$ cat src/vector_pkg.sv
// vector_pkg: point word layout, widths, frame RAM size, dwell time and FSM states
`default_nettype none

package vector_pkg;

    ////////////////////////////////////////////////////////////////////////////
    // widths
    ////////////////////////////////////////////////////////////////////////////
    localparam int COORD_WIDTH  = 8;
    localparam int POINT_WIDTH  = 18;
    localparam int ADDR_WIDTH   = 10;
    localparam int RAM_DEPTH    = 1000;

    // point word fields
    localparam int X_LSB    = 0;
    localparam int Y_LSB    = 8;
    localparam int BEAM_BIT = 16;
    localparam int END_BIT  = 17;

    // end marker, beam off and parked at the origin
    localparam logic [POINT_WIDTH-1:0] END_WORD = {1'b1, 1'b0, 8'd0, 8'd0};

    // clocks per point on the DAC
    localparam int DWELL_CYCLES = 4;
    localparam int DWELL_WIDTH  = $clog2(DWELL_CYCLES);
    localparam logic [DWELL_WIDTH-1:0] DWELL_LAST = DWELL_WIDTH'(DWELL_CYCLES - 1);

    ////////////////////////////////////////////////////////////////////////////
    // state encodings
    ////////////////////////////////////////////////////////////////////////////
    typedef enum logic [2:0] {
        IDLE,
        COPY_CURSOR,
        COPY_ENEMY,
        WRITE_END,
        DRAW
    } build_state_t;

    typedef enum logic [1:0] {
        WAIT,
        FETCH,
        HOLD,
        DONE
    } display_state_t;

endpackage

`default_nettype wire

$ cat src/sprite_pkg.sv
// sprite_pkg: outline point tables for the cursor and enemy shapes, spawn corner
`default_nettype none

package sprite_pkg;

    // shape placement inside the table
    localparam logic [vector_pkg::ADDR_WIDTH-1:0] CURSOR_BASE = 10'd0;
    localparam logic [vector_pkg::ADDR_WIDTH-1:0] CURSOR_LEN  = 10'd6;
    localparam logic [vector_pkg::ADDR_WIDTH-1:0] ENEMY_BASE  = 10'd6;
    localparam logic [vector_pkg::ADDR_WIDTH-1:0] ENEMY_LEN   = 10'd8;

    localparam logic [vector_pkg::ADDR_WIDTH-1:0] SPRITE_LEN = ENEMY_BASE + ENEMY_LEN;
    localparam int SPRITE_IDX_WIDTH = $clog2(SPRITE_LEN);

    // enemy respawn corner
    localparam logic [vector_pkg::COORD_WIDTH-1:0] SPAWN_X = 8'd240;
    localparam logic [vector_pkg::COORD_WIDTH-1:0] SPAWN_Y = 8'd240;

    ////////////////////////////////////////////////////////////////////////////
    // point words {end, beam, y, x}, relative to the shape origin
    ////////////////////////////////////////////////////////////////////////////
    localparam logic [vector_pkg::POINT_WIDTH-1:0] SPRITE_TABLE [0:SPRITE_LEN-1] = '{
        // cursor, crosshair with a short centre tick
        {1'b0, 1'b0, 8'd0, 8'd4},
        {1'b0, 1'b1, 8'd8, 8'd4},
        {1'b0, 1'b0, 8'd4, 8'd0},
        {1'b0, 1'b1, 8'd4, 8'd8},
        {1'b0, 1'b0, 8'd3, 8'd3},
        {1'b0, 1'b1, 8'd5, 8'd5},
        // enemy, diamond with an inner bar
        {1'b0, 1'b0, 8'd0, 8'd4},
        {1'b0, 1'b1, 8'd4, 8'd8},
        {1'b0, 1'b1, 8'd8, 8'd4},
        {1'b0, 1'b1, 8'd4, 8'd0},
        {1'b0, 1'b1, 8'd0, 8'd4},
        {1'b0, 1'b0, 8'd4, 8'd2},
        {1'b0, 1'b1, 8'd4, 8'd6},
        {1'b0, 1'b1, 8'd6, 8'd4}
    };

endpackage

`default_nettype wire

$ cat src/sprite_rom.sv
// sprite_rom: combinational lookup of sprite outline points by address
`timescale 1ns/10ps
`default_nettype none

module sprite_rom (
    input  wire  [vector_pkg::ADDR_WIDTH-1:0]  addr,
    output logic [vector_pkg::POINT_WIDTH-1:0] data
);

    logic                                  in_table;
    logic [sprite_pkg::SPRITE_IDX_WIDTH-1:0] index;

    assign in_table = (addr < sprite_pkg::SPRITE_LEN);
    assign index    = addr[sprite_pkg::SPRITE_IDX_WIDTH-1:0];

    // anything past the shapes reads as a blanked end word
    always_comb begin
        if (in_table) begin
            data = sprite_pkg::SPRITE_TABLE[index];
        end else begin
            data = vector_pkg::END_WORD;
        end
    end

endmodule

`default_nettype wire

$ cat config.mk
export PLATFORM = sky130hd
export DESIGN_NAME = sprite_rom
export DESIGN_NICKNAME = d
export VERILOG_FILES = /design/src/vector_pkg.sv /design/src/sprite_pkg.sv /design/src/sprite_rom.sv
export SDC_FILE = /design/constraint.sdc
export NUM_CORES = 1
export LEC_CHECK = 0
export BUFFER_PORTS_ARGS = -buffer_cell sky130_fd_sc_hd__buf_2
export CORE_AREA = 2 2 39 41
export DETAILED_ROUTE_END_ITERATION = 16
export DIE_AREA = 0 0 41 43
export SLEW_MARGIN = 5
export SYNTH_ARGS = -nofsm -noshare
export SYNTH_HDL_FRONTEND = slang
export SYNTH_SLANG_ARGS = --single-unit
$ cat constraint.sdc
create_clock -name vclk -period 4.8
set_clock_uncertainty 0.2 [all_clocks]
set_input_delay 1.44 -clock vclk [all_inputs]
set_output_delay 1.44 -clock vclk [all_outputs]
set_load 0.01 [all_outputs]
=== Word-level counts from Yosys, hierarchy flattened ===
Memories as Yosys holds them, arrays and structs flattened.
Cells that the tools add are included.

* Magnitude comparators: 2
* Multiplexer cells: 3
* Bitwise operators: 1

{| class="wikitable"
|+ Operator list
! operator !! count
|-
| 18-bit 2-to-1 mux || 3
|-
| 10-bit by 4-bit less-than comparator with 1-bit output (second input constant) || 1
|-
| 5-bit greater-or-equal comparator (second input constant) || 1
|-
| 4-bit inverter with 5-bit output || 1
|}

* Flip-flop bits (word level): 0
* Memory bits (read-only): 288
* Input port bits: 10
* Output and inout port bits: 18
* Logic and storage cells: 7
* Memories kept: 1

{| class="wikitable"
|+ Memories
! memory !! depth !! bits a word !! read ports !! clocked after memory_dff !! wr ports !! line !! source
|-
| (name not given) || 16 || 18 || 1 || 0 || 0 || sprite_rom.sv:19 || <nowiki>data = sprite_pkg::SPRITE_TABLE[index];</nowiki>
|}

=== Depth between registers and ports, before layout ===
* Depth in word-level cells: 5
* Depth in mapped cells: 5
* Gate-level depth less buffers: 5

=== Worst setup path after synthesis ===
Ideal clock, no wire load.

* Path type: input port to output port
* Start: in addr[5] in the netlist's numbering
* End: out data[8] in the netlist's numbering
* Arrival time: 2.335 ns
* Required time: 3.160 ns
* Path slack: 0.825 ns
* Stages: 4
* Path buffers: 1
* Cell sequence: nor4_4 > nand2_4 > nor4b_4 > buf_4

* Cells in the longest elaborated chain, start to end: 2

{| class="wikitable"
|+ Ends and longest elaborated chain
! what !! line !! source
|-
| start, declared || sprite_rom.sv:6 || <nowiki>input wire [vector_pkg::ADDR_WIDTH-1:0] addr,</nowiki>
|-
| 10-bit by 4-bit less-than comparator with 1-bit output || sprite_rom.sv:13 || <nowiki>assign in_table = (addr < sprite_pkg::SPRITE_LEN);</nowiki>
|-
| 18-bit 2-to-1 mux || sprite_rom.sv:18 || <nowiki>if (in_table) begin</nowiki>
|-
| end, declared || sprite_rom.sv:7 || <nowiki>output logic [vector_pkg::POINT_WIDTH-1:0] data</nowiki>
|}

Every way passes these cells.

=== Worst setup path in the final report ===
* Start: in addr[1] in the netlist's numbering
* End: out data[2] in the netlist's numbering

* Cells in the longest elaborated chain, start to end: 5
* Elaborated cells between the ends (all ways): 6
* Classes of those cells: order compare (1); mux (3); bitwise (1); memory (1)

{| class="wikitable"
|+ Ends and longest elaborated chain
! what !! line
|-
| 4-bit inverter with 5-bit output (not written as such) || sprite_rom.sv:19
|-
| memory 16 x 18 bit || -
|-
| 18-bit 2-to-1 mux (not written as such) (2 in series) || sprite_rom.sv:19
|-
| 18-bit 2-to-1 mux (*) || sprite_rom.sv:18
|}

Mark *: on every way between the ends. The rest lies on a longest branch, timed or not. The select of a mux whose other input is x is not followed.

==> results.md <==
- Status: finished clean
- Setup bufs post-CTS: 0
- Leak pwr: 0.247 nW
- Final max-slew violation count: 0
- Stages on the worst setup path: 7
- CTS-repair resized insts: 0
- Maxcap violations: 0
- Crit path kind: primary input to output pin
- Hold path startpoint: addr[1]
- Worst path most repeated cell: buf_2
- Register area: 0 µm²
- Initial Util: 0.279
- Ys Warns: 0
- Detailed Routing Iterations Pass 1: 3
- Worst Path Required: approximately 3.2 ns
- Largest area contributor in the netlist: buf_4
- Max Used Layer: met3
- Synth Instances: 47
- Max incr delay on CP: 0.27 ns
- Total Wirelength: 720 µm
- Die Width: just over 40 µm
- Core ar.: 1380 µm²
- Post-synth cell types: 24
- Routed len/inst: 9.11 µm
- GRT Overall Usage: 0.0799
- Fmax: 241 MHz
- Die H: between 40 and 50 µm
- Nets: 79
- CP startpoint: addr[1]
- Hold Buf Count CTS: 0
- Largest fanout on the critical path: 9
- Initial antenna violation count: 0
- DRT iter0 DRCs: 1
- Sequential area share after synthesis: 0
- Drt drc: 0
- CP bufs+invs: 3
- ANT nets after route: 0
- Synth Cell Area: 387 µm²
- Die Area: around 1800 µm²
- CP startpoint kind: primary input
- P&R area growth vs syn: 16.2%
- DRT met1 WL: approximately 290 µm
- Min Tclk post-route: 4.15 ns
- CP arrival: 2.51 ns
- First-pass GRT wire length: between 1 and 1.5 mm
- # rows: 14
- Critical path's slowest cell: ha_1
- Hold crit path type: primary input to output pin
- Port Buffer Count: 20
- TNS Setup: 0 ns
- I/O pins: 28
- Post-Syn Area per Cell: 8.23 µm²
- Pin count of the biggest net entering global routing: 15
- Drt via density: 4.52
- RSZ-0062 raised after global routing: no
- # clk buffers: 0
- Gpl congestion: just under 0.7
- Peak VDD IR: 0.0156 mV
- # setup viols final: 0
- Finished Core Util: 0.325
- Layout filler cell count: 160
- Synth top area share: 0.175
- Hold slack: 3.08 ns
- Hold Path Stages: 3
- Vias in the first global route: about 280
- Synth top area cells: buf_4, ha_1, mux2i_1
- FFs & Latches: 0
- Commonest cells in the netlist: buf_4, a21oi_1, ha_1
- Final hold vios: 0
- Setup crit end kind: output pin
- Critical Path, Cell by Cell: buf_2 -> inv_1 -> ha_1 -> and2b_1 -> o21ai_0 -> a21oi_1 -> buf_2
- Crit path to: data[2]
- Final Cell Area: 449 µm²
- Met2 wire length: approximately 350 µm
- Pwr Density: 55.1 nW/µm²
- Layout cells sized above 1: 0.413
- Fin crit share: 0.866
- Grt total ovfl: 0
- Total power: 24.7 µW
- Number of antenna diodes: 0
- CP top delay family: buffers and inverters
- DP Area: between 400 and 500 µm²
- Routed met3 length: 83 µm
- Most common cell in the netlist: buf_4
- Via count: 357
==> how the worst min path moves through the flow <==
stage,end
after detailed placement,data[0]
final,data[8]
after global placement,data[0]
after global routing,data[11]
after CTS,data[0]
after floorplan,data[0]
==> per-stage QoR <==
stage / instances / setup WS (ns)
2_1_floorplan: 54 / 0.825
3_3_place_gp: 79 / 0.667
3_5_place_dp: 79 / 0.646
4_1_cts: 79 / 0.641
5_1_grt: 79 / 0.563
6_report: 79 / 0.645
==> power by group <==
part	internal (mW)	switching [mW]	total, mW
registers	0	0	0
clock network	0	0	0
logic	0.00966	0.0151	0.0247
total	0.00966	0.0151	0.0247
==> final cells by class <==
class	count	area (µm²)	area share
tap	16	20.0	0.0446
multi-input combinational	40	318	0.708
timing repair buffer	20	100	0.223
inverter	3	11.3	0.0251
==> logic make-up (layout without fill, tap and decap cells) <==
| family | count (synthesis) | count (layout) | share of synthesized area |
|---|---|---|---|
| AO/OA/AOI/OAI | 10 | 10 | 0.175 |
| other | 1 | 8 | 0.00970 |
| adder cells (fa/ha/maj) | 4 | 4 | 0.129 |
| multiplexers | 3 | 3 | 0.0777 |
| AND/OR/NAND/NOR | 15 | 15 | 0.362 |
| buffers and inverters | 14 | 23 | 0.246 |
==> worst min-delay path, stage by stage <==
cell	delay, ns
buf_2	0.20
nor4b_4	0.07
buf_2	0.13
==> metal layers <==
metal | track usage | vias up
met5 | 0 | -
met4 | 0 | 0
met3 | 0 | 0
met2 | 0.147 | 19
met1 | 0.104 | 160
li1 | - | 178
==> placed cells by master (no fill, tap or decap), drive strengths merged <==
master and instances:
nor3 1, mux2i 3, and2b 2, nand2 1, a211oi 2, nor3b 3, nor4 1, conb 8
nor2 3, nor2b 2, nand3b 1, buf 20, nor4b 1, inv 3, ha 4, o21ai 2
a211o 1, a31o 1, a21oi 4
Note: power is estimated with default switching activity, not from simulation.
