===== src/vector_pkg.sv =====
// vector_pkg: point word layout, widths, frame RAM size, dwell time and FSM states
`default_nettype none

package vector_pkg;

    ////////////////////////////////////////////////////////////////////////////
    // widths
    ////////////////////////////////////////////////////////////////////////////
    localparam int COORD_WIDTH  = 8;
    localparam int POINT_WIDTH  = 18;
    localparam int ADDR_WIDTH   = 10;
    localparam int RAM_DEPTH    = 1000;

    // point word fields
    localparam int X_LSB    = 0;
    localparam int Y_LSB    = 8;
    localparam int BEAM_BIT = 16;
    localparam int END_BIT  = 17;

    // end marker, beam off and parked at the origin
    localparam logic [POINT_WIDTH-1:0] END_WORD = {1'b1, 1'b0, 8'd0, 8'd0};

    // clocks per point on the DAC
    localparam int DWELL_CYCLES = 4;
    localparam int DWELL_WIDTH  = $clog2(DWELL_CYCLES);
    localparam logic [DWELL_WIDTH-1:0] DWELL_LAST = DWELL_WIDTH'(DWELL_CYCLES - 1);

    ////////////////////////////////////////////////////////////////////////////
    // state encodings
    ////////////////////////////////////////////////////////////////////////////
    typedef enum logic [2:0] {
        IDLE,
        COPY_CURSOR,
        COPY_ENEMY,
        WRITE_END,
        DRAW
    } build_state_t;

    typedef enum logic [1:0] {
        WAIT,
        FETCH,
        HOLD,
        DONE
    } display_state_t;

endpackage

`default_nettype wire


===== src/sprite_pkg.sv =====
// sprite_pkg: outline point tables for the cursor and enemy shapes, spawn corner
`default_nettype none

package sprite_pkg;

    // shape placement inside the table
    localparam logic [vector_pkg::ADDR_WIDTH-1:0] CURSOR_BASE = 10'd0;
    localparam logic [vector_pkg::ADDR_WIDTH-1:0] CURSOR_LEN  = 10'd6;
    localparam logic [vector_pkg::ADDR_WIDTH-1:0] ENEMY_BASE  = 10'd6;
    localparam logic [vector_pkg::ADDR_WIDTH-1:0] ENEMY_LEN   = 10'd8;

    localparam logic [vector_pkg::ADDR_WIDTH-1:0] SPRITE_LEN = ENEMY_BASE + ENEMY_LEN;
    localparam int SPRITE_IDX_WIDTH = $clog2(SPRITE_LEN);

    // enemy respawn corner
    localparam logic [vector_pkg::COORD_WIDTH-1:0] SPAWN_X = 8'd240;
    localparam logic [vector_pkg::COORD_WIDTH-1:0] SPAWN_Y = 8'd240;

    ////////////////////////////////////////////////////////////////////////////
    // point words {end, beam, y, x}, relative to the shape origin
    ////////////////////////////////////////////////////////////////////////////
    localparam logic [vector_pkg::POINT_WIDTH-1:0] SPRITE_TABLE [0:SPRITE_LEN-1] = '{
        // cursor, crosshair with a short centre tick
        {1'b0, 1'b0, 8'd0, 8'd4},
        {1'b0, 1'b1, 8'd8, 8'd4},
        {1'b0, 1'b0, 8'd4, 8'd0},
        {1'b0, 1'b1, 8'd4, 8'd8},
        {1'b0, 1'b0, 8'd3, 8'd3},
        {1'b0, 1'b1, 8'd5, 8'd5},
        // enemy, diamond with an inner bar
        {1'b0, 1'b0, 8'd0, 8'd4},
        {1'b0, 1'b1, 8'd4, 8'd8},
        {1'b0, 1'b1, 8'd8, 8'd4},
        {1'b0, 1'b1, 8'd4, 8'd0},
        {1'b0, 1'b1, 8'd0, 8'd4},
        {1'b0, 1'b0, 8'd4, 8'd2},
        {1'b0, 1'b1, 8'd4, 8'd6},
        {1'b0, 1'b1, 8'd6, 8'd4}
    };

endpackage

`default_nettype wire


===== src/enemy_control.sv =====
// enemy_control: enemy position that chases the cursor once per frame
`timescale 1ns/10ps
`default_nettype none

module enemy_control (
    input  wire                                clk,
    input  wire                                rst_n,
    input  wire                                frame_done,
    input  wire  [vector_pkg::COORD_WIDTH-1:0] x_cursor,
    input  wire  [vector_pkg::COORD_WIDTH-1:0] y_cursor,
    output logic [vector_pkg::COORD_WIDTH-1:0] x_enemy,
    output logic [vector_pkg::COORD_WIDTH-1:0] y_enemy,
    output logic                               enemy_hit
);

    logic [vector_pkg::COORD_WIDTH-1:0] x_next;
    logic [vector_pkg::COORD_WIDTH-1:0] y_next;
    logic                               caught;

    // one unit toward the cursor per axis
    always_comb begin
        if (x_enemy < x_cursor) begin
            x_next = x_enemy + 1'b1;
        end else if (x_enemy > x_cursor) begin
            x_next = x_enemy - 1'b1;
        end else begin
            x_next = x_enemy;
        end

        if (y_enemy < y_cursor) begin
            y_next = y_enemy + 1'b1;
        end else if (y_enemy > y_cursor) begin
            y_next = y_enemy - 1'b1;
        end else begin
            y_next = y_enemy;
        end
    end

    assign caught = (x_next == x_cursor) && (y_next == y_cursor);

    always_ff @(posedge clk) begin
        if (!rst_n) begin
            x_enemy   <= sprite_pkg::SPAWN_X;
            y_enemy   <= sprite_pkg::SPAWN_Y;
            enemy_hit <= 1'b0;
        end else begin
            enemy_hit <= 1'b0;
            if (frame_done) begin
                if (caught) begin
                    // landed on the cursor, back to the corner
                    x_enemy   <= sprite_pkg::SPAWN_X;
                    y_enemy   <= sprite_pkg::SPAWN_Y;
                    enemy_hit <= 1'b1;
                end else begin
                    x_enemy <= x_next;
                    y_enemy <= y_next;
                end
            end
        end
    end

endmodule

`default_nettype wire


===== config.mk =====
export PLATFORM = sky130hd
export DESIGN_NAME = enemy_control
export DESIGN_NICKNAME = d
export VERILOG_FILES = /design/src/vector_pkg.sv /design/src/sprite_pkg.sv /design/src/enemy_control.sv
export SDC_FILE = /design/constraint.sdc
export NUM_CORES = 1
export LEC_CHECK = 0
export BUFFER_PORTS_ARGS = -buffer_cell sky130_fd_sc_hd__buf_2
export CORE_UTILIZATION = 45
export CTS_BUF_LIST = sky130_fd_sc_hd__clkbuf_2 sky130_fd_sc_hd__clkbuf_4 sky130_fd_sc_hd__clkbuf_8
export DETAILED_ROUTE_END_ITERATION = 8
export PLACE_DENSITY = 0.7
export SYNTH_ARGS = -nofsm -noshare
export SYNTH_HDL_FRONTEND = slang
export SYNTH_SLANG_ARGS = --single-unit

===== constraint.sdc =====
create_clock -name clk -period 8 [get_ports clk]
set_input_delay 0.4 -clock clk [delete_from_list [all_inputs] [get_ports clk]]
set_output_delay 0.4 -clock clk [all_outputs]
set_load 0.01 [all_outputs]

Word-level counts from Yosys, hierarchy flattened
Cells that the tools add are included.

Register bits: 17. Input bits: 19. Output and inout port bits: 17. Word-level logic and storage cells: 22.

Add/subtract/negate cells: 4. Order comparisons: 4. Eq/ne operators: 2. Muxes and demuxes: 7. Reduce and logical (&&, ||, !) cells: 2.

Operator list (count): 2-to-1 mux 8 bit (6); adder 8 x 1 -> 8 bit, second input constant (2); equality test 8 bit (2); > comparator 8 bit (2); less-than comparator 8 bit (2); subtractor 8 x 1 -> 8 bit, second input constant (2); AND reduction 2 bit (1); logical AND 1 bit (1); 2-to-1 mux 1 bit (1).

Longest topological paths before layout
Word-level depth: 6. Gate-level depth with buffers: 15. Mapped depth without buffers: 12.

Worst setup path before layout
Ideal clock, no wire load.

Kind: flip-flop to flip-flop. From: reg x_enemy[0] (netlist bit). To: reg x_enemy[2] (netlist bit). Library setup time: 0.113 ns. Arrival: 3.139 ns. Required time: 7.887 ns. Setup slack: 4.749 ns. Stages on the path, launching flop included: 15. Path buffers: 3. Clock period less this slack: 3.251 ns. Cells stage by stage: dfxtp_1 clkbuf_1 inv_1 ha_1 nand4_1 or3_1 clkbuf_1 o21ai_0 o2111ai_1 a2111oi_0 o2111ai_1 nor4_2 a21boi_2 buf_6 and2_4.

Word-level cells in the longest chain between the ends: 6. Elaborated cells on any way between the ends: 9. Those cells by class: add/sub: 2; order compare: 2; eq/ne: 1; mux: 3; reduce/logical: 1.

RTL lines: start, declared (line enemy_control.sv:11) `output logic [vector_pkg::COORD_WIDTH-1:0] x_enemy,`; start signal, assigned (line enemy_control.sv:43) `x_enemy <= sprite_pkg::SPAWN_X;`; start signal, assigned (line enemy_control.sv:51) `x_enemy <= sprite_pkg::SPAWN_X;`; start signal, assigned (line enemy_control.sv:55) `x_enemy <= x_next;`; subtractor 8 x 1 -> 8 bit or > comparator 8 bit (tied branches) (line enemy_control.sv:25, enemy_control.sv:24); 2-to-1 mux 8 bit (line enemy_control.sv:24) `end else if (x_enemy > x_cursor) begin`; 2-to-1 mux 8 bit (*) (line enemy_control.sv:22) `if (x_enemy < x_cursor) begin`; equality test 8 bit (line enemy_control.sv:39) `assign caught = (x_next == x_cursor) && (y_next == y_cursor);`; logical AND 1 bit (line enemy_control.sv:39); 2-to-1 mux 8 bit (*) (line enemy_control.sv:49) `if (caught) begin`.

Mark *: on every way between the ends. The rest lies on a longest branch, timed or not. A chain may end at the register's enable or synchronous reset.

Worst setup path in the final report
From: reg x_enemy[1] (netlist bit). To: reg y_enemy[0] (netlist bit).

Word-level cells in the longest chain between the ends: 6. Elaborated cells on any way between the ends: 9. Those cells by class: add/sub: 2; order compare: 2; eq/ne: 1; mux: 3; reduce/logical: 1.

RTL lines: subtractor 8 x 1 -> 8 bit or > comparator 8 bit (tied branches) (line enemy_control.sv:25, enemy_control.sv:24); 2-to-1 mux 8 bit (line enemy_control.sv:24); 2-to-1 mux 8 bit (*) (line enemy_control.sv:22); equality test 8 bit (*) (line enemy_control.sv:39); logical AND 1 bit (*) (line enemy_control.sv:39); 2-to-1 mux 8 bit (*) (line enemy_control.sv:49); end signal, assigned (line enemy_control.sv:44) `y_enemy <= sprite_pkg::SPAWN_Y;`; end signal, assigned (line enemy_control.sv:52) `y_enemy <= sprite_pkg::SPAWN_Y;`; end signal, assigned (line enemy_control.sv:56) `y_enemy <= y_next;`; end, declared (line enemy_control.sv:12) `output logic [vector_pkg::COORD_WIDTH-1:0] y_enemy,`.

Marks and branches as above.

==> metrics.sh <==
SYN_TO_FINAL_GROWTH_PCT=10.6
PLACEMENT.IO_BUFFERS=35
FINAL-HOLD-VIOLATION-COUNT=0
NETLIST_TOP_CELLS_AREA='sky130_fd_sc_hd__dfxtp_1 (16%), sky130_fd_sc_hd__ha_1 (12%), sky130_fd_sc_hd__xnor2_1 (8.7%)'
SYNTH_CELL_TYPE_COUNT=53
H-TREE-DEPTH=1
FINALWORSTPATHREQUIREDPERIOD_NS=3.53
TOP_LEVEL_PORTS=36
YOSYSTOPAREACELL='sky130_fd_sc_hd__dfxtp_1'
RR_WORST_DEPTH=11
MAXCAP_VIOLATIONS=0
MIN_DELAY_PATH_CLASS='input pin to flip-flop'
CLK_PIN_SLEW_NS=0.06
POST-SYNTH-TOP-AREA-FRACTION_PCT=16.1
RUN_STATUS='finished, violations left'
SWITCH_PWR_W=0.000131
CLOCK_POWER_SHARE_PCT=19.7
AVGROUTEDWIREPERCELL_UM=13.8
TIMING.REG2REG.SETUP_SLACK_NS=4.47
POWER.IR.VDD_WORST_uV=65.8
YOSYSMOSTFREQUENTCELL='sky130_fd_sc_hd__nand2_1'
CHIP_HEIGHT_UM=70.5
FP.DIEAREA_MM2=0.00497
COUNT_OF_FLIP_FLOPS_WITH_A_BUILT_IN_ENABLE_AFTER_SYNTHESIS=0
SYNTH.YOSYS.SEQ_AREA_SHARE_PCT=16.1
CLK_LATENCY_NS=0.24
POST_SYNTH_INST_COUNT=288
CTS_BUFFERS=3
WORSTPATHREQUIRED_NS=8.14
GLOBAL_ROUTE.USAGE.TOTAL_PCT=20.9
POWER.INTERNAL_W=0.000201
POST_LAYOUT_NONFILLER_INSTANCES=368
VIA_PER_INST=5.74
ANTENNA-DIODE-COUNT=0
POSTSYNTHNETCOUNT=327
SHARE_SEQ_OF_TOTAL_POWER_PCT=33.6
WORST_CLOCK_SKEW_NS=0.00145
MAX_FREQ_MHz=284
ANTENNA_FOUND_INITIAL=0
CTS_HOLD_BUF=0
CRITICAL_PATH.STARTPOINT='x_enemy[1]$_SDFFE_PN0P_'
DRIVE_GT1_SHARE_PCT=15.8
DETAILEDROUTE.FIRSTPASSITERATIONCOUNT=6
SETUP-VIOLATIONS-FINAL=0
SLEW_VIOL_FINAL=0
GRT_USE_MET3_PCT=1.28
FIRST_ITER_VIOLATIONS=135
RSZ0062_AT_GRT='false'
GRT_USE_MET1_PCT=29.2
LEADING_CELL_TYPES_BY_COUNT_AFTER_SYNTHESIS='sky130_fd_sc_hd__nand2_1 (44), sky130_fd_sc_hd__inv_1 (21), sky130_fd_sc_hd__xnor2_1 (21)'
ROUTED_WL_MM=5.08
DOMINANTREGCELLSYNTH='sky130_fd_sc_hd__dfxtp_1'
TOP_USAGE_LAYER='met2'
CTS.PATH.MAX_BUFFERS=2
YS_WARN_COUNT=0
LEAKAGEPOWER_nW=0.986
SYN_AVG_CELL_AREA_UM2=7.34
HOLD_PATH.STARTPOINT='rst_n'
REG2REG_TO='y_enemy[0]$_SDFFE_PN0P_'
SYNTH.CELL_AREA_MM2=0.00211
ROUTED-VIA-COUNT=2114
POST-PLACE-CELLS=364
FLOORPLAN.ROWS=24
CLOCK_TREE.ROOT_CELL='sky130_fd_sc_hd__clkbuf_8'
GP_WEIGHTED_CONGESTION=0.969
POWER.COMBINATIONAL.FRACTION_PCT=46.7
FLOORPLAN.CORE_AREA_MM2=0.00444
WORST-ENDPOINT-ARRIVAL_NS=3.67
POSTSYNTH.ASYNCRESETSHARE_PCT=0
ROUTE.ANTENNA.REMAINING_NETS=0
SYNTH.FF_LATCH_COUNT=17
NNETSFINAL=356
DPL-INSTANCE-AREA_MM2=0.00229
CRIT_PATH_START_KIND='flip-flop'
FIN_CRIT_SH_PCT=44.1
CTS_TREE='done'
OVERFLOW=0
POWER.SHARE.SWITCHING_PCT=39.5
REG2REG_FROM='x_enemy[1]$_SDFFE_PN0P_'
FIN_AREA_MM2=0.00234
FINAL.SETUP.TNS_NS=0
MAX_SLEW_MARGIN_PCT=58.7
DP_HPWL_MM=4.02
TOTAL_POWER_W=0.000331
WORST_PATH_FANOUT_MAX=14
FAILED_CHECKS='DRC'
GLOBAL_ROUTE.USAGE.MET2_PCT=35.0
INITIAL_UTILIZATION_PCT=47.6
FIRST_GLOBAL_VIAS=1826
CRIT_PATH_KIND='flip-flop to flip-flop'
CTS_REPAIR_RESIZE_COUNT=0
DRC=4
GRT_PASS1_WL_MM=8.47
POWER.DENSITY_CELL_AREA_mW_PER_MM2=142
SETUP.WORST_PATH.END='y_enemy[0]$_SDFFE_PN0P_'
WORST_SETUP_PATH_END_KIND='flip-flop'
WORST_PIN_SLEW_NS=0.613
FP.DIEW_UM=70.5
CTS_SETUP_BUFFERS=0
GRT_START_MAX_NET_PINS=20
CLOCK_SINK_COUNT=17
## flip-flops by register name, summed over array words and instances, names as in the netlist
signal / count
y_enemy: 8
enemy_hit: 1
x_enemy: 8
## cell type report
type,count,area (um2)
Inverter,21,78.8
Sequential cell,17,340
Multi-Input combinational cell,239,1630
Clock buffer,4,48.8
Fill cell,454,2110
Timing Repair Buffer,35,175
Tap cell,52,65.1
## how the worst min path moves through the flow
stage | end | slack [ns] | cells past startpoint
4_1_cts | y_enemy[3]$_SDFFE_PN0P_ | 0.41 | 2
3_3_place_gp | x_enemy[7]$_SDFFE_PN1P_ | 0.57 | 2
2_1_floorplan | y_enemy[3]$_SDFFE_PN0P_ | 0.52 | 1
3_5_place_dp | x_enemy[7]$_SDFFE_PN1P_ | 0.57 | 2
6_report | y_enemy[3]$_SDFFE_PN0P_ | 0.41 | 2
5_1_grt | x_enemy[1]$_SDFFE_PN0P_ | 0.41 | 2
## metal layers
layer | part of all wire [%] | vias up | routed length, um
met4 | 0.65 | 0 | 33
met2 | 47 | 69 | 2410
met3 | 5.1 | 4 | 259
met5 | 0 | - | 0
met1 | 47 | 958 | 2380
li1 | - | 1083 | -
## per-stage QoR
stage	setup slack, ns	util [%]	hold slack [ns]
finish	4.47	52.6	0.410
global route	4.20	52.6	0.414
CTS	4.48	52.6	0.407
detailed placement	4.45	51.5	0.566
global placement	4.47	51.5	0.574
floorplan	4.75	-	0.518
## worst max-delay path, stage by stage, from the launching register on
cell                        delay (ns)
sky130_fd_sc_hd__dfxtp_1          0.54
sky130_fd_sc_hd__ha_1             0.32
sky130_fd_sc_hd__nor2b_1          0.14
sky130_fd_sc_hd__o211a_1          0.24
sky130_fd_sc_hd__o21ai_1          0.36
sky130_fd_sc_hd__a21oi_1          0.12
sky130_fd_sc_hd__o31ai_1          0.44
sky130_fd_sc_hd__xnor2_1          0.22
sky130_fd_sc_hd__o2111ai_1        0.23
sky130_fd_sc_hd__nor4_2           0.39
sky130_fd_sc_hd__a21boi_2         0.22
sky130_fd_sc_hd__and2_1           0.20
## placed cells by master (no fill, tap or decap), types with 7 or more instances in the layout
master	instances
sky130_fd_sc_hd__xor2_1	14
sky130_fd_sc_hd__ha_1	20
sky130_fd_sc_hd__nand3_1	11
sky130_fd_sc_hd__nand2_1	44
sky130_fd_sc_hd__nor3_1	7
sky130_fd_sc_hd__o21ai_0	16
sky130_fd_sc_hd__nor2_1	14
sky130_fd_sc_hd__inv_1	21
sky130_fd_sc_hd__a21oi_1	13
sky130_fd_sc_hd__dfxtp_1	17
sky130_fd_sc_hd__buf_2	35
sky130_fd_sc_hd__xnor2_1	21
## power groups by stage
stage          sequential (W)  clock [W]  combinational [W]
6_report             0.000111  0.0000652           0.000155
5_1_grt              0.000114  0.0000712           0.000171
4_1_cts              0.000111  0.0000676           0.000154
3_5_place_dp         0.000113          0           0.000153
3_3_place_gp         0.000113          0           0.000153
2_1_floorplan        0.000107          0           0.000120
## cells by family (layout without fill, tap and decap cells)
family                     Yosys count  in the layout  synth area share [%]
and+or+nand+nor                    111            111                  26.2
muxes                                4              4                  2.19
xor gates and xnor gates            35             35                  14.5
DFF                                 17             17                  16.1
AOI/OAI and AO/OA                   69             69                  22.4
adders and majority gates           20             20                  11.8
buffers and inverters               32             60                  6.81
No activity file was read; power rests on OpenSTA's default activity.
