## config.mk

```make
export PLATFORM = sky130hd
export DESIGN_NAME = memory_manage
export DESIGN_NICKNAME = d
export VERILOG_FILES = /design/src/vector_pkg.sv /design/src/sprite_pkg.sv /design/src/memory_manage.sv
export SDC_FILE = /design/constraint.sdc
export NUM_CORES = 1
export LEC_CHECK = 0
export BUFFER_PORTS_ARGS = -buffer_cell sky130_fd_sc_hd__buf_2
export CORE_ASPECT_RATIO = 0.5
export CORE_MARGIN = 2
export CORE_UTILIZATION = 30
export DETAILED_ROUTE_END_ITERATION = 6
export GPL_TIMING_DRIVEN = 0
export PLACE_DENSITY = 0.48
export SLEW_MARGIN = 5
export SYNTH_ARGS = -nofsm -noshare
export SYNTH_HDL_FRONTEND = slang
export SYNTH_SLANG_ARGS = --single-unit
```

## constraint.sdc

```tcl
create_clock -name clk -period 12 [get_ports clk]
set_input_delay 2.4 -clock clk [delete_from_list [all_inputs] [get_ports clk]]
set_output_delay 2.4 -clock clk [all_outputs]
set_load 0.005 [all_outputs]
```

## src/vector_pkg.sv

```systemverilog
// vector_pkg: point word layout, widths, frame RAM size, dwell time and FSM states
`default_nettype none

package vector_pkg;

    ////////////////////////////////////////////////////////////////////////////
    // widths
    ////////////////////////////////////////////////////////////////////////////
    localparam int COORD_WIDTH  = 8;
    localparam int POINT_WIDTH  = 18;
    localparam int ADDR_WIDTH   = 10;
    localparam int RAM_DEPTH    = 1000;

    // point word fields
    localparam int X_LSB    = 0;
    localparam int Y_LSB    = 8;
    localparam int BEAM_BIT = 16;
    localparam int END_BIT  = 17;

    // end marker, beam off and parked at the origin
    localparam logic [POINT_WIDTH-1:0] END_WORD = {1'b1, 1'b0, 8'd0, 8'd0};

    // clocks per point on the DAC
    localparam int DWELL_CYCLES = 4;
    localparam int DWELL_WIDTH  = $clog2(DWELL_CYCLES);
    localparam logic [DWELL_WIDTH-1:0] DWELL_LAST = DWELL_WIDTH'(DWELL_CYCLES - 1);

    ////////////////////////////////////////////////////////////////////////////
    // state encodings
    ////////////////////////////////////////////////////////////////////////////
    typedef enum logic [2:0] {
        IDLE,
        COPY_CURSOR,
        COPY_ENEMY,
        WRITE_END,
        DRAW
    } build_state_t;

    typedef enum logic [1:0] {
        WAIT,
        FETCH,
        HOLD,
        DONE
    } display_state_t;

endpackage

`default_nettype wire

```

## src/sprite_pkg.sv

```systemverilog
// sprite_pkg: outline point tables for the cursor and enemy shapes, spawn corner
`default_nettype none

package sprite_pkg;

    // shape placement inside the table
    localparam logic [vector_pkg::ADDR_WIDTH-1:0] CURSOR_BASE = 10'd0;
    localparam logic [vector_pkg::ADDR_WIDTH-1:0] CURSOR_LEN  = 10'd6;
    localparam logic [vector_pkg::ADDR_WIDTH-1:0] ENEMY_BASE  = 10'd6;
    localparam logic [vector_pkg::ADDR_WIDTH-1:0] ENEMY_LEN   = 10'd8;

    localparam logic [vector_pkg::ADDR_WIDTH-1:0] SPRITE_LEN = ENEMY_BASE + ENEMY_LEN;
    localparam int SPRITE_IDX_WIDTH = $clog2(SPRITE_LEN);

    // enemy respawn corner
    localparam logic [vector_pkg::COORD_WIDTH-1:0] SPAWN_X = 8'd240;
    localparam logic [vector_pkg::COORD_WIDTH-1:0] SPAWN_Y = 8'd240;

    ////////////////////////////////////////////////////////////////////////////
    // point words {end, beam, y, x}, relative to the shape origin
    ////////////////////////////////////////////////////////////////////////////
    localparam logic [vector_pkg::POINT_WIDTH-1:0] SPRITE_TABLE [0:SPRITE_LEN-1] = '{
        // cursor, crosshair with a short centre tick
        {1'b0, 1'b0, 8'd0, 8'd4},
        {1'b0, 1'b1, 8'd8, 8'd4},
        {1'b0, 1'b0, 8'd4, 8'd0},
        {1'b0, 1'b1, 8'd4, 8'd8},
        {1'b0, 1'b0, 8'd3, 8'd3},
        {1'b0, 1'b1, 8'd5, 8'd5},
        // enemy, diamond with an inner bar
        {1'b0, 1'b0, 8'd0, 8'd4},
        {1'b0, 1'b1, 8'd4, 8'd8},
        {1'b0, 1'b1, 8'd8, 8'd4},
        {1'b0, 1'b1, 8'd4, 8'd0},
        {1'b0, 1'b1, 8'd0, 8'd4},
        {1'b0, 1'b0, 8'd4, 8'd2},
        {1'b0, 1'b1, 8'd4, 8'd6},
        {1'b0, 1'b1, 8'd6, 8'd4}
    };

endpackage

`default_nettype wire

```

## src/memory_manage.sv

```systemverilog
// memory_manage: frame builder copying offset sprite points into the frame RAM
`timescale 1ns/10ps
`default_nettype none

module memory_manage (
    input  wire                                clk,
    input  wire                                rst_n,
    input  wire  [vector_pkg::COORD_WIDTH-1:0] x_cursor,
    input  wire  [vector_pkg::COORD_WIDTH-1:0] y_cursor,
    input  wire  [vector_pkg::COORD_WIDTH-1:0] x_enemy,
    input  wire  [vector_pkg::COORD_WIDTH-1:0] y_enemy,
    output logic [vector_pkg::ADDR_WIDTH-1:0]  rom_addr,
    input  wire  [vector_pkg::POINT_WIDTH-1:0] rom_data,
    output logic [vector_pkg::ADDR_WIDTH-1:0]  ram_wr_addr,
    output logic [vector_pkg::POINT_WIDTH-1:0] ram_wr_data,
    output logic                               ram_we,
    output logic                               draw_frame,
    input  wire                                frame_done
);

    vector_pkg::build_state_t state;

    logic [vector_pkg::ADDR_WIDTH-1:0]  point_cnt;
    logic [vector_pkg::ADDR_WIDTH-1:0]  wr_ptr;
    logic [vector_pkg::COORD_WIDTH-1:0] x_cursor_q;
    logic [vector_pkg::COORD_WIDTH-1:0] y_cursor_q;
    logic [vector_pkg::COORD_WIDTH-1:0] x_enemy_q;
    logic [vector_pkg::COORD_WIDTH-1:0] y_enemy_q;
    logic [vector_pkg::COORD_WIDTH-1:0] x_off;
    logic [vector_pkg::COORD_WIDTH-1:0] y_off;
    logic [vector_pkg::COORD_WIDTH-1:0] x_point;
    logic [vector_pkg::COORD_WIDTH-1:0] y_point;
    logic                               first_cycle;

    ////////////////////////////////////////////////////////////////////////////
    // offset and write datapath
    ////////////////////////////////////////////////////////////////////////////
    assign first_cycle = (state == vector_pkg::COPY_CURSOR) && (point_cnt == '0);

    // cursor goes straight through on the sampling cycle
    always_comb begin
        if (first_cycle) begin
            x_off = x_cursor;
            y_off = y_cursor;
        end else if (state == vector_pkg::COPY_ENEMY) begin
            x_off = x_enemy_q;
            y_off = y_enemy_q;
        end else begin
            x_off = x_cursor_q;
            y_off = y_cursor_q;
        end
    end

    // 8-bit sums wrap at the screen edge
    assign x_point = rom_data[vector_pkg::X_LSB +: vector_pkg::COORD_WIDTH] + x_off;
    assign y_point = rom_data[vector_pkg::Y_LSB +: vector_pkg::COORD_WIDTH] + y_off;

    assign rom_addr = (state == vector_pkg::COPY_ENEMY) ?
                      sprite_pkg::ENEMY_BASE + point_cnt :
                      sprite_pkg::CURSOR_BASE + point_cnt;

    assign ram_we = (state == vector_pkg::COPY_CURSOR) ||
                    (state == vector_pkg::COPY_ENEMY) ||
                    (state == vector_pkg::WRITE_END);

    assign ram_wr_addr = wr_ptr;
    assign ram_wr_data = (state == vector_pkg::WRITE_END) ? vector_pkg::END_WORD :
                         {rom_data[vector_pkg::END_BIT], rom_data[vector_pkg::BEAM_BIT],
                          y_point, x_point};

    assign draw_frame = (state == vector_pkg::DRAW);

    // offsets held for the rest of the build
    always_ff @(posedge clk) begin
        if (first_cycle) begin
            x_cursor_q <= x_cursor;
            y_cursor_q <= y_cursor;
            x_enemy_q  <= x_enemy;
            y_enemy_q  <= y_enemy;
        end
    end

    ////////////////////////////////////////////////////////////////////////////
    // build / draw FSM
    ////////////////////////////////////////////////////////////////////////////
    always_ff @(posedge clk) begin
        if (!rst_n) begin
            state     <= vector_pkg::IDLE;
            point_cnt <= '0;
            wr_ptr    <= '0;
        end else begin
            case (state)
                vector_pkg::IDLE: begin
                    point_cnt <= '0;
                    wr_ptr    <= '0;
                    state     <= vector_pkg::COPY_CURSOR;
                end
                vector_pkg::COPY_CURSOR: begin
                    wr_ptr <= wr_ptr + 1'b1;
                    if (point_cnt == sprite_pkg::CURSOR_LEN - 1'b1) begin
                        point_cnt <= '0;
                        state     <= vector_pkg::COPY_ENEMY;
                    end else begin
                        point_cnt <= point_cnt + 1'b1;
                    end
                end
                vector_pkg::COPY_ENEMY: begin
                    wr_ptr <= wr_ptr + 1'b1;
                    if (point_cnt == sprite_pkg::ENEMY_LEN - 1'b1) begin
                        point_cnt <= '0;
                        state     <= vector_pkg::WRITE_END;
                    end else begin
                        point_cnt <= point_cnt + 1'b1;
                    end
                end
                vector_pkg::WRITE_END: begin
                    state <= vector_pkg::DRAW;
                end
                vector_pkg::DRAW: begin
                    // RAM untouched until the display has finished
                    if (frame_done) begin
                        state <= vector_pkg::IDLE;
                    end
                end
                default: begin
                    state <= vector_pkg::IDLE;
                end
            endcase
        end
    end

endmodule

`default_nettype wire

```

# Word-level counts from Yosys, hierarchy flattened
# Index checks and enable logic that the tools add are counted.
[totals]
reg_bits = 55
out_inout_bits = 40
[classes]
addsub = 5
eq_ne = 9
n_mux = 14
reduce_logical = 9
[ops]
columns = ["operator", "count"]
rows = [
  ["8-bit 2-to-1 mux", 4],
  ["10-bit 2-to-1 mux", 3],
  ["10-bit case mux with 3 select lines", 1],
  ["10-bit by 1-bit adder with 10-bit output (second input constant)", 2],
  ["10-bit by 3-bit == test with 1-bit output (second input constant)", 2],
  ["10-bit case mux with 2 select lines", 1],
  ["18-bit 2-to-1 mux", 1],
  ["8-bit adder", 2],
  ["3-bit case mux with 5 select lines", 1],
  ["3-bit by 10-bit adder with 10-bit output (first input constant)", 1],
  ["10-bit logical NOT", 1],
  ["3-bit 2-to-1 mux", 3],
  ["3-bit by 2-bit == test with 1-bit output (second input constant)", 2],
  ["2-bit by 1-bit inequality test with 1-bit output (second input constant)", 3],
  ["3-bit by 1-bit == test with 1-bit output (second input constant)", 1],
  ["3-bit == test (second input constant)", 1],
  ["3-bit logical NOT", 1],
  ["3-bit AND reduction", 1],
  ["3-bit nonzero test", 1],
  ["1-bit logical OR", 2],
  ["2-bit nonzero test", 1],
  ["2-bit OR reduction", 1],
  ["1-bit logical AND", 1],
]

# Longest topological paths before layout
[depth]
word_depth = 5
mapped_depth = 16

# Worst setup path after synthesis
# Ideal clock, no wire load.
[synth_timing]
kind = "input-to-output"
startpoint = "input x_cursor[0] (netlist name)"
endpoint = "output ram_wr_data[6] (netlist name)"
t_arrival_ns = 3.913
required_time_ns = 9.600
path_slack_ns = 5.687
cell_stages = 10
path_cell_list = "nor2_1 > a31oi_1 > ha_1 > inv_1 > fa_1 > nor2b_1 > o21ai_0 > a21boi_0 > nor4_1 > nor3_1"
[synth_via]
elab_chain_cells = 3
[synth_lines]
columns = ["item", "line", "rtl"]
rows = [
  ["start: declaration", "memory_manage.sv:8", "input wire [vector_pkg::COORD_WIDTH-1:0] x_cursor,"],
  ["8-bit 2-to-1 mux", "memory_manage.sv:42", "if (first_cycle) begin"],
  ["8-bit adder", "memory_manage.sv:55", "assign x_point = rom_data[vector_pkg::X_LSB +: vector_pkg::COORD_WIDTH] + x_off;"],
  ["18-bit 2-to-1 mux", "memory_manage.sv:67", "assign ram_wr_data = (state == vector_pkg::WRITE_END) ? vector_pkg::END_WORD :"],
  ["end: declaration", "memory_manage.sv:15", "output logic [vector_pkg::POINT_WIDTH-1:0] ram_wr_data,"],
]
# No other way between the ends.

# Final worst setup path
[layout_timing]
startpoint = "register point_cnt[1] (netlist name)"
endpoint = "output ram_wr_data[14] (netlist name)"
[layout_via]
elab_chain_cells = 5
[layout_lines]
columns = ["item", "line", "rtl"]
rows = [
  ["start: declaration", "memory_manage.sv:23", "logic [vector_pkg::ADDR_WIDTH-1:0] point_cnt;"],
  ["start signal: assignment", "memory_manage.sv:104", "point_cnt <= point_cnt + 1'b1;"],
  ["start signal: assignment", "memory_manage.sv:113", "point_cnt <= point_cnt + 1'b1;"],
  ["10-bit logical NOT", "memory_manage.sv:38", "assign first_cycle = (state == vector_pkg::COPY_CURSOR) && (point_cnt == '0);"],
  ["1-bit logical AND", "memory_manage.sv:38", ""],
  ["8-bit 2-to-1 mux", "memory_manage.sv:42", ""],
  ["8-bit adder", "memory_manage.sv:56", "assign y_point = rom_data[vector_pkg::Y_LSB +: vector_pkg::COORD_WIDTH] + y_off;"],
  ["18-bit 2-to-1 mux", "memory_manage.sv:67", ""],
]
# No other way between the ends.

==> impl_metrics.sql <==
INSERT INTO impl_metrics (metric_group, metric, value, unit) VALUES
('hold_path', 'worstHoldPathType', 'flop to flop', ''),
('placed_design', 'port_buffers', '92', ''),
('yosys', 'number_of_register_bits_inferred_by_synthesis', '55', ''),
('worst_setup_path', 'worst_ep_arrival', '4470', 'ps'),
('routing', 'drtPass1Iterations', '4', ''),
('worst_setup_path', 'crit-reg2reg-capture', 'y_cursor_q[7]', ''),
('yosys', 'synth_fa_ha_area_share', '9.43', '%'),
('placed_design', 'final_estimated_routing_congestion_in_global_placement', '0.814', ''),
('finish', 'filler_cell_count', '1173', ''),
('worst_setup_path', 'cp-start-kind', 'flop', ''),
('power', 'leakage', '1.83', 'nW'),
('yosys', 'post_synthesis_share_of_cell_area_spent_on_and_or_nand_and_nor_gates', '21.1', '%'),
('timing', 'finalSetupViolCount', '0', ''),
('power', 'power_frac_seq', '27.8', '%'),
('finish', 'finish.utilization', '37.8', '%'),
('yosys', 'synthesis.yosys.warnings', '0', ''),
('power', 'power.clock.fraction', '15.5', '%'),
('floorplan', 'die_width', '153', 'µm'),
('cts', 'cts_buffer_depth', '2', ''),
('worst_setup_path', 'reg2reg_setup_slack', '8360', 'ps'),
('global_routing', 'number_of_global_route_vias_before_repair', '2770', ''),
('yosys', 'seq_area_frac_synth', '42.5', '%'),
('cts', 'htree_num_levels', '2', ''),
('yosys', 'mappedNetlistArea', '3340', 'µm²'),
('yosys', 'yosysUniqueCellTypes', '48', ''),
('finish', 'drive_above_1_share', '23.0', '%'),
('finish', 'syn_to_final_growth', '23.4', '%'),
('power', 'power_switching', '0.402', 'mW'),
('worst_setup_path', 'critPathKind', 'flop to output pin', ''),
('power', 'combinationalPowerShare', '56.8', '%'),
('outcome', 'status', 'completed', ''),
('timing', 'final_hold_viol_count', '0', ''),
('yosys', 'combinational_family_with_the_most_area_after_synthesis', 'simple AND/OR/NAND/NOR gates', ''),
('cts', 'cts_hold_buffers', '0', ''),
('yosys', 'proportion_of_synthesized_area_in_mux_cells', '2.39', '%'),
('hold_path', 'worstHoldStart', 'ram_wr_addr[8]', ''),
('floorplan', 'std_cell_rows', '27', ''),
('timing', 'achievable-frequency', '0.145', 'GHz'),
('floorplan', 'die_area', '12100', 'µm²'),
('power', 'power_density', '232', 'nW/µm²'),
('global_routing', 'initial_antenna_violation_count', '0', ''),
('routing', 'dr_total_vias', '2950', ''),
('yosys', 'synth_compound_gate_area_share', '15.8', '%'),
('timing', 'clock_skew', '6.45', 'ps'),
('routing', 'avgViaCountPerCell', '4.80', ''),
('floorplan', 'top_level_ports', '93', ''),
('floorplan', 'die_h', '78.7', 'µm'),
('global_routing', 'grt_start_max_net_pins', '33', ''),
('cts', 'clk-insertion-delay-late', '290', 'ps'),
('worst_setup_path', 'worst_r2r_path_depth', '8', ''),
('global_routing', 'grt_remaining_overflow', '0', ''),
('cts', 'tritoncts_clock_tree', 'done', ''),
('yosys', 'synth_top_area_share', '28.7', '%'),
('finish', 'insertedDiodeCount', '0', ''),
('routing', 'drt_drc_violations_left', '0', ''),
('cts', 'post-cts-setup-buffers', '0', ''),
('timing', 'tightestPinTransition', '1180', 'ps'),
('hold_path', 'hold-path-endpoint', 'ram_wr_addr[8]', ''),
('yosys', 'synth-edff-count', '32', ''),
('cts', 'postCtsResizedCells', '0', ''),
('timing', 'relSlewSlack', '20.6', '%'),
('yosys', 'synthCells', '369', ''),
('flow_run', 'timing.max_cap.violations', '0', ''),
('yosys', 'synth.net_count', '446', ''),
('routing', 'wl', '8810', 'µm'),
('power', 'vdd_drop_max', '0.0000824', 'V'),
('worst_setup_path', 'endpoint_kind', 'output pin', ''),
('routing', 'initialDrtViolationCount', '207', ''),
('timing', 'final-max-slew-violation-count', '0', ''),
('timing', 'finalWorstPathRequiredPeriod', '6870', 'ps'),
('worst_setup_path', 'worstPathMaxFanout', '10', '');
-- worst max-delay path, stage by stage (launching register included) --
cell,delay [ps]
sky130_fd_sc_hd__dfxtp_1,350
sky130_fd_sc_hd__inv_1,170
sky130_fd_sc_hd__ha_1,180
sky130_fd_sc_hd__or3b_2,440
sky130_fd_sc_hd__or4_1,420
sky130_fd_sc_hd__clkbuf_2,170
sky130_fd_sc_hd__buf_2,200
sky130_fd_sc_hd__clkbuf_1,270
sky130_fd_sc_hd__a31oi_1,230
sky130_fd_sc_hd__ha_1,250
sky130_fd_sc_hd__inv_1,70
sky130_fd_sc_hd__fa_1,390
sky130_fd_sc_hd__nor2b_1,110
sky130_fd_sc_hd__o21ai_0,110
sky130_fd_sc_hd__a21boi_0,380
sky130_fd_sc_hd__nor4_1,80
sky130_fd_sc_hd__nor3_1,190
sky130_fd_sc_hd__buf_2,140
-- metrics by stage --
stage                     hold WS [ps]  cells  power [mW]  cell area [µm²]  worst slack (ps)
after floorplan                    458    369       0.632             3340              5690
after global placement             491    606       0.816             3990              5090
after detailed placement           493    606       0.818             3990              5130
after CTS                          503    614       0.973             4130              5060
after global routing               540    614        1.06             4130              4690
final                              495    614       0.956             4130              5130
-- layout make-up --
cell class	instances	area [µm²]	share of cell area [%]
multi-input combinational	279	1780	43.1
sequential	55	1420	34.4
tap	145	181	4.40
inverter	17	63.8	1.55
timing repair buffer	92	460	11.2
clock buffer	6	130	3.15
buffer	18	81.3	1.97
clock inverter	2	11.3	0.273
-- synthesized netlist by cell type (all sizes together) (3+ instances only) --
master	n
a41oi	3
clkbuf	13
and2	5
xnor2	6
ha	22
nor3	10
o21ai	17
buf	5
and3	4
a31oi	24
dfxtp	23
mux2i	8
edfxtp	32
nor3b	6
nand2	45
nand2b	11
a22oi	4
a211oi	3
a21oi	19
nand3	5
inv	16
xor2	11
nor4	4
nor2	43
-- power groups by stage --
stage	registers (mW)	clock network, mW	logic (mW)
finish	0.266	0.148	0.543
global route	0.270	0.163	0.627
detailed placement	0.271	0	0.548
global placement	0.270	0	0.546
floorplan	0.264	0	0.368
CTS	0.266	0.155	0.552
-- flip-flops by register name (all words and copies together), names as in the netlist --
signal / cells
state: 3
y_enemy_q: 8
y_cursor_q: 8
ram_wr_addr: 10
point_cnt: 10
x_cursor_q: 8
x_enemy_q: 8
-- routing by layer --
metal  part of all wire [%]  vias to the layer above  global-route usage (%)
met3                    4.2                        5                    2.93
met4                   0.58                        0                    2.59
met2                     45                       59                    23.6
met1                     50                     1354                    21.4
li1                       -                     1532                       -
met5                      0                        -                       0
-- worst max-delay path by stage --
stage / from / end / slack (ps) / cells past startpoint
6_report: point_cnt[1] / ram_wr_data[14] / 5130 / 17
5_1_grt: point_cnt[1] / ram_wr_data[6] / 4690 / 17
4_1_cts: point_cnt[1] / ram_wr_data[14] / 5060 / 17
3_5_place_dp: y_cursor[0] / ram_wr_data[14] / 5130 / 12
3_3_place_gp: y_cursor[0] / ram_wr_data[14] / 5090 / 12
2_1_floorplan: x_cursor[0] / ram_wr_data[6] / 5690 / 10
-- cell families (layout without fill, tap and decap cells) --
family,Yosys count,in the layout
and+or+nand+nor,147,147
adders and majority gates,24,24
DFF,55,55
buffers and inverters,35,135
muxes,8,8
AOI/OAI and AO/OA,83,83
xor gates and xnor gates,17,17
-- placed cells by master (no fill, tap or decap), types with 4 or more instances in the layout --
| cell type | instances |
|---|---|
| sky130_fd_sc_hd__and3_1 | 4 |
| sky130_fd_sc_hd__a22oi_1 | 4 |
| sky130_fd_sc_hd__and2_1 | 5 |
| sky130_fd_sc_hd__nor3_1 | 10 |
| sky130_fd_sc_hd__nand2b_1 | 11 |
| sky130_fd_sc_hd__ha_1 | 22 |
| sky130_fd_sc_hd__a21oi_1 | 19 |
| sky130_fd_sc_hd__nor2_1 | 43 |
| sky130_fd_sc_hd__nor4_1 | 4 |
| sky130_fd_sc_hd__nand3_1 | 5 |
| sky130_fd_sc_hd__nor3b_1 | 6 |
| sky130_fd_sc_hd__nand2_1 | 45 |
| sky130_fd_sc_hd__buf_2 | 93 |
| sky130_fd_sc_hd__clkbuf_1 | 12 |
| sky130_fd_sc_hd__a31oi_1 | 24 |
| sky130_fd_sc_hd__o21ai_0 | 17 |
| sky130_fd_sc_hd__clkbuf_16 | 5 |
| sky130_fd_sc_hd__xnor2_1 | 6 |
| sky130_fd_sc_hd__inv_1 | 15 |
| sky130_fd_sc_hd__dfxtp_1 | 23 |
| sky130_fd_sc_hd__xor2_1 | 11 |
| sky130_fd_sc_hd__mux2i_1 | 8 |
| sky130_fd_sc_hd__edfxtp_1 | 32 |
Power figures use the tool's default switching activity.
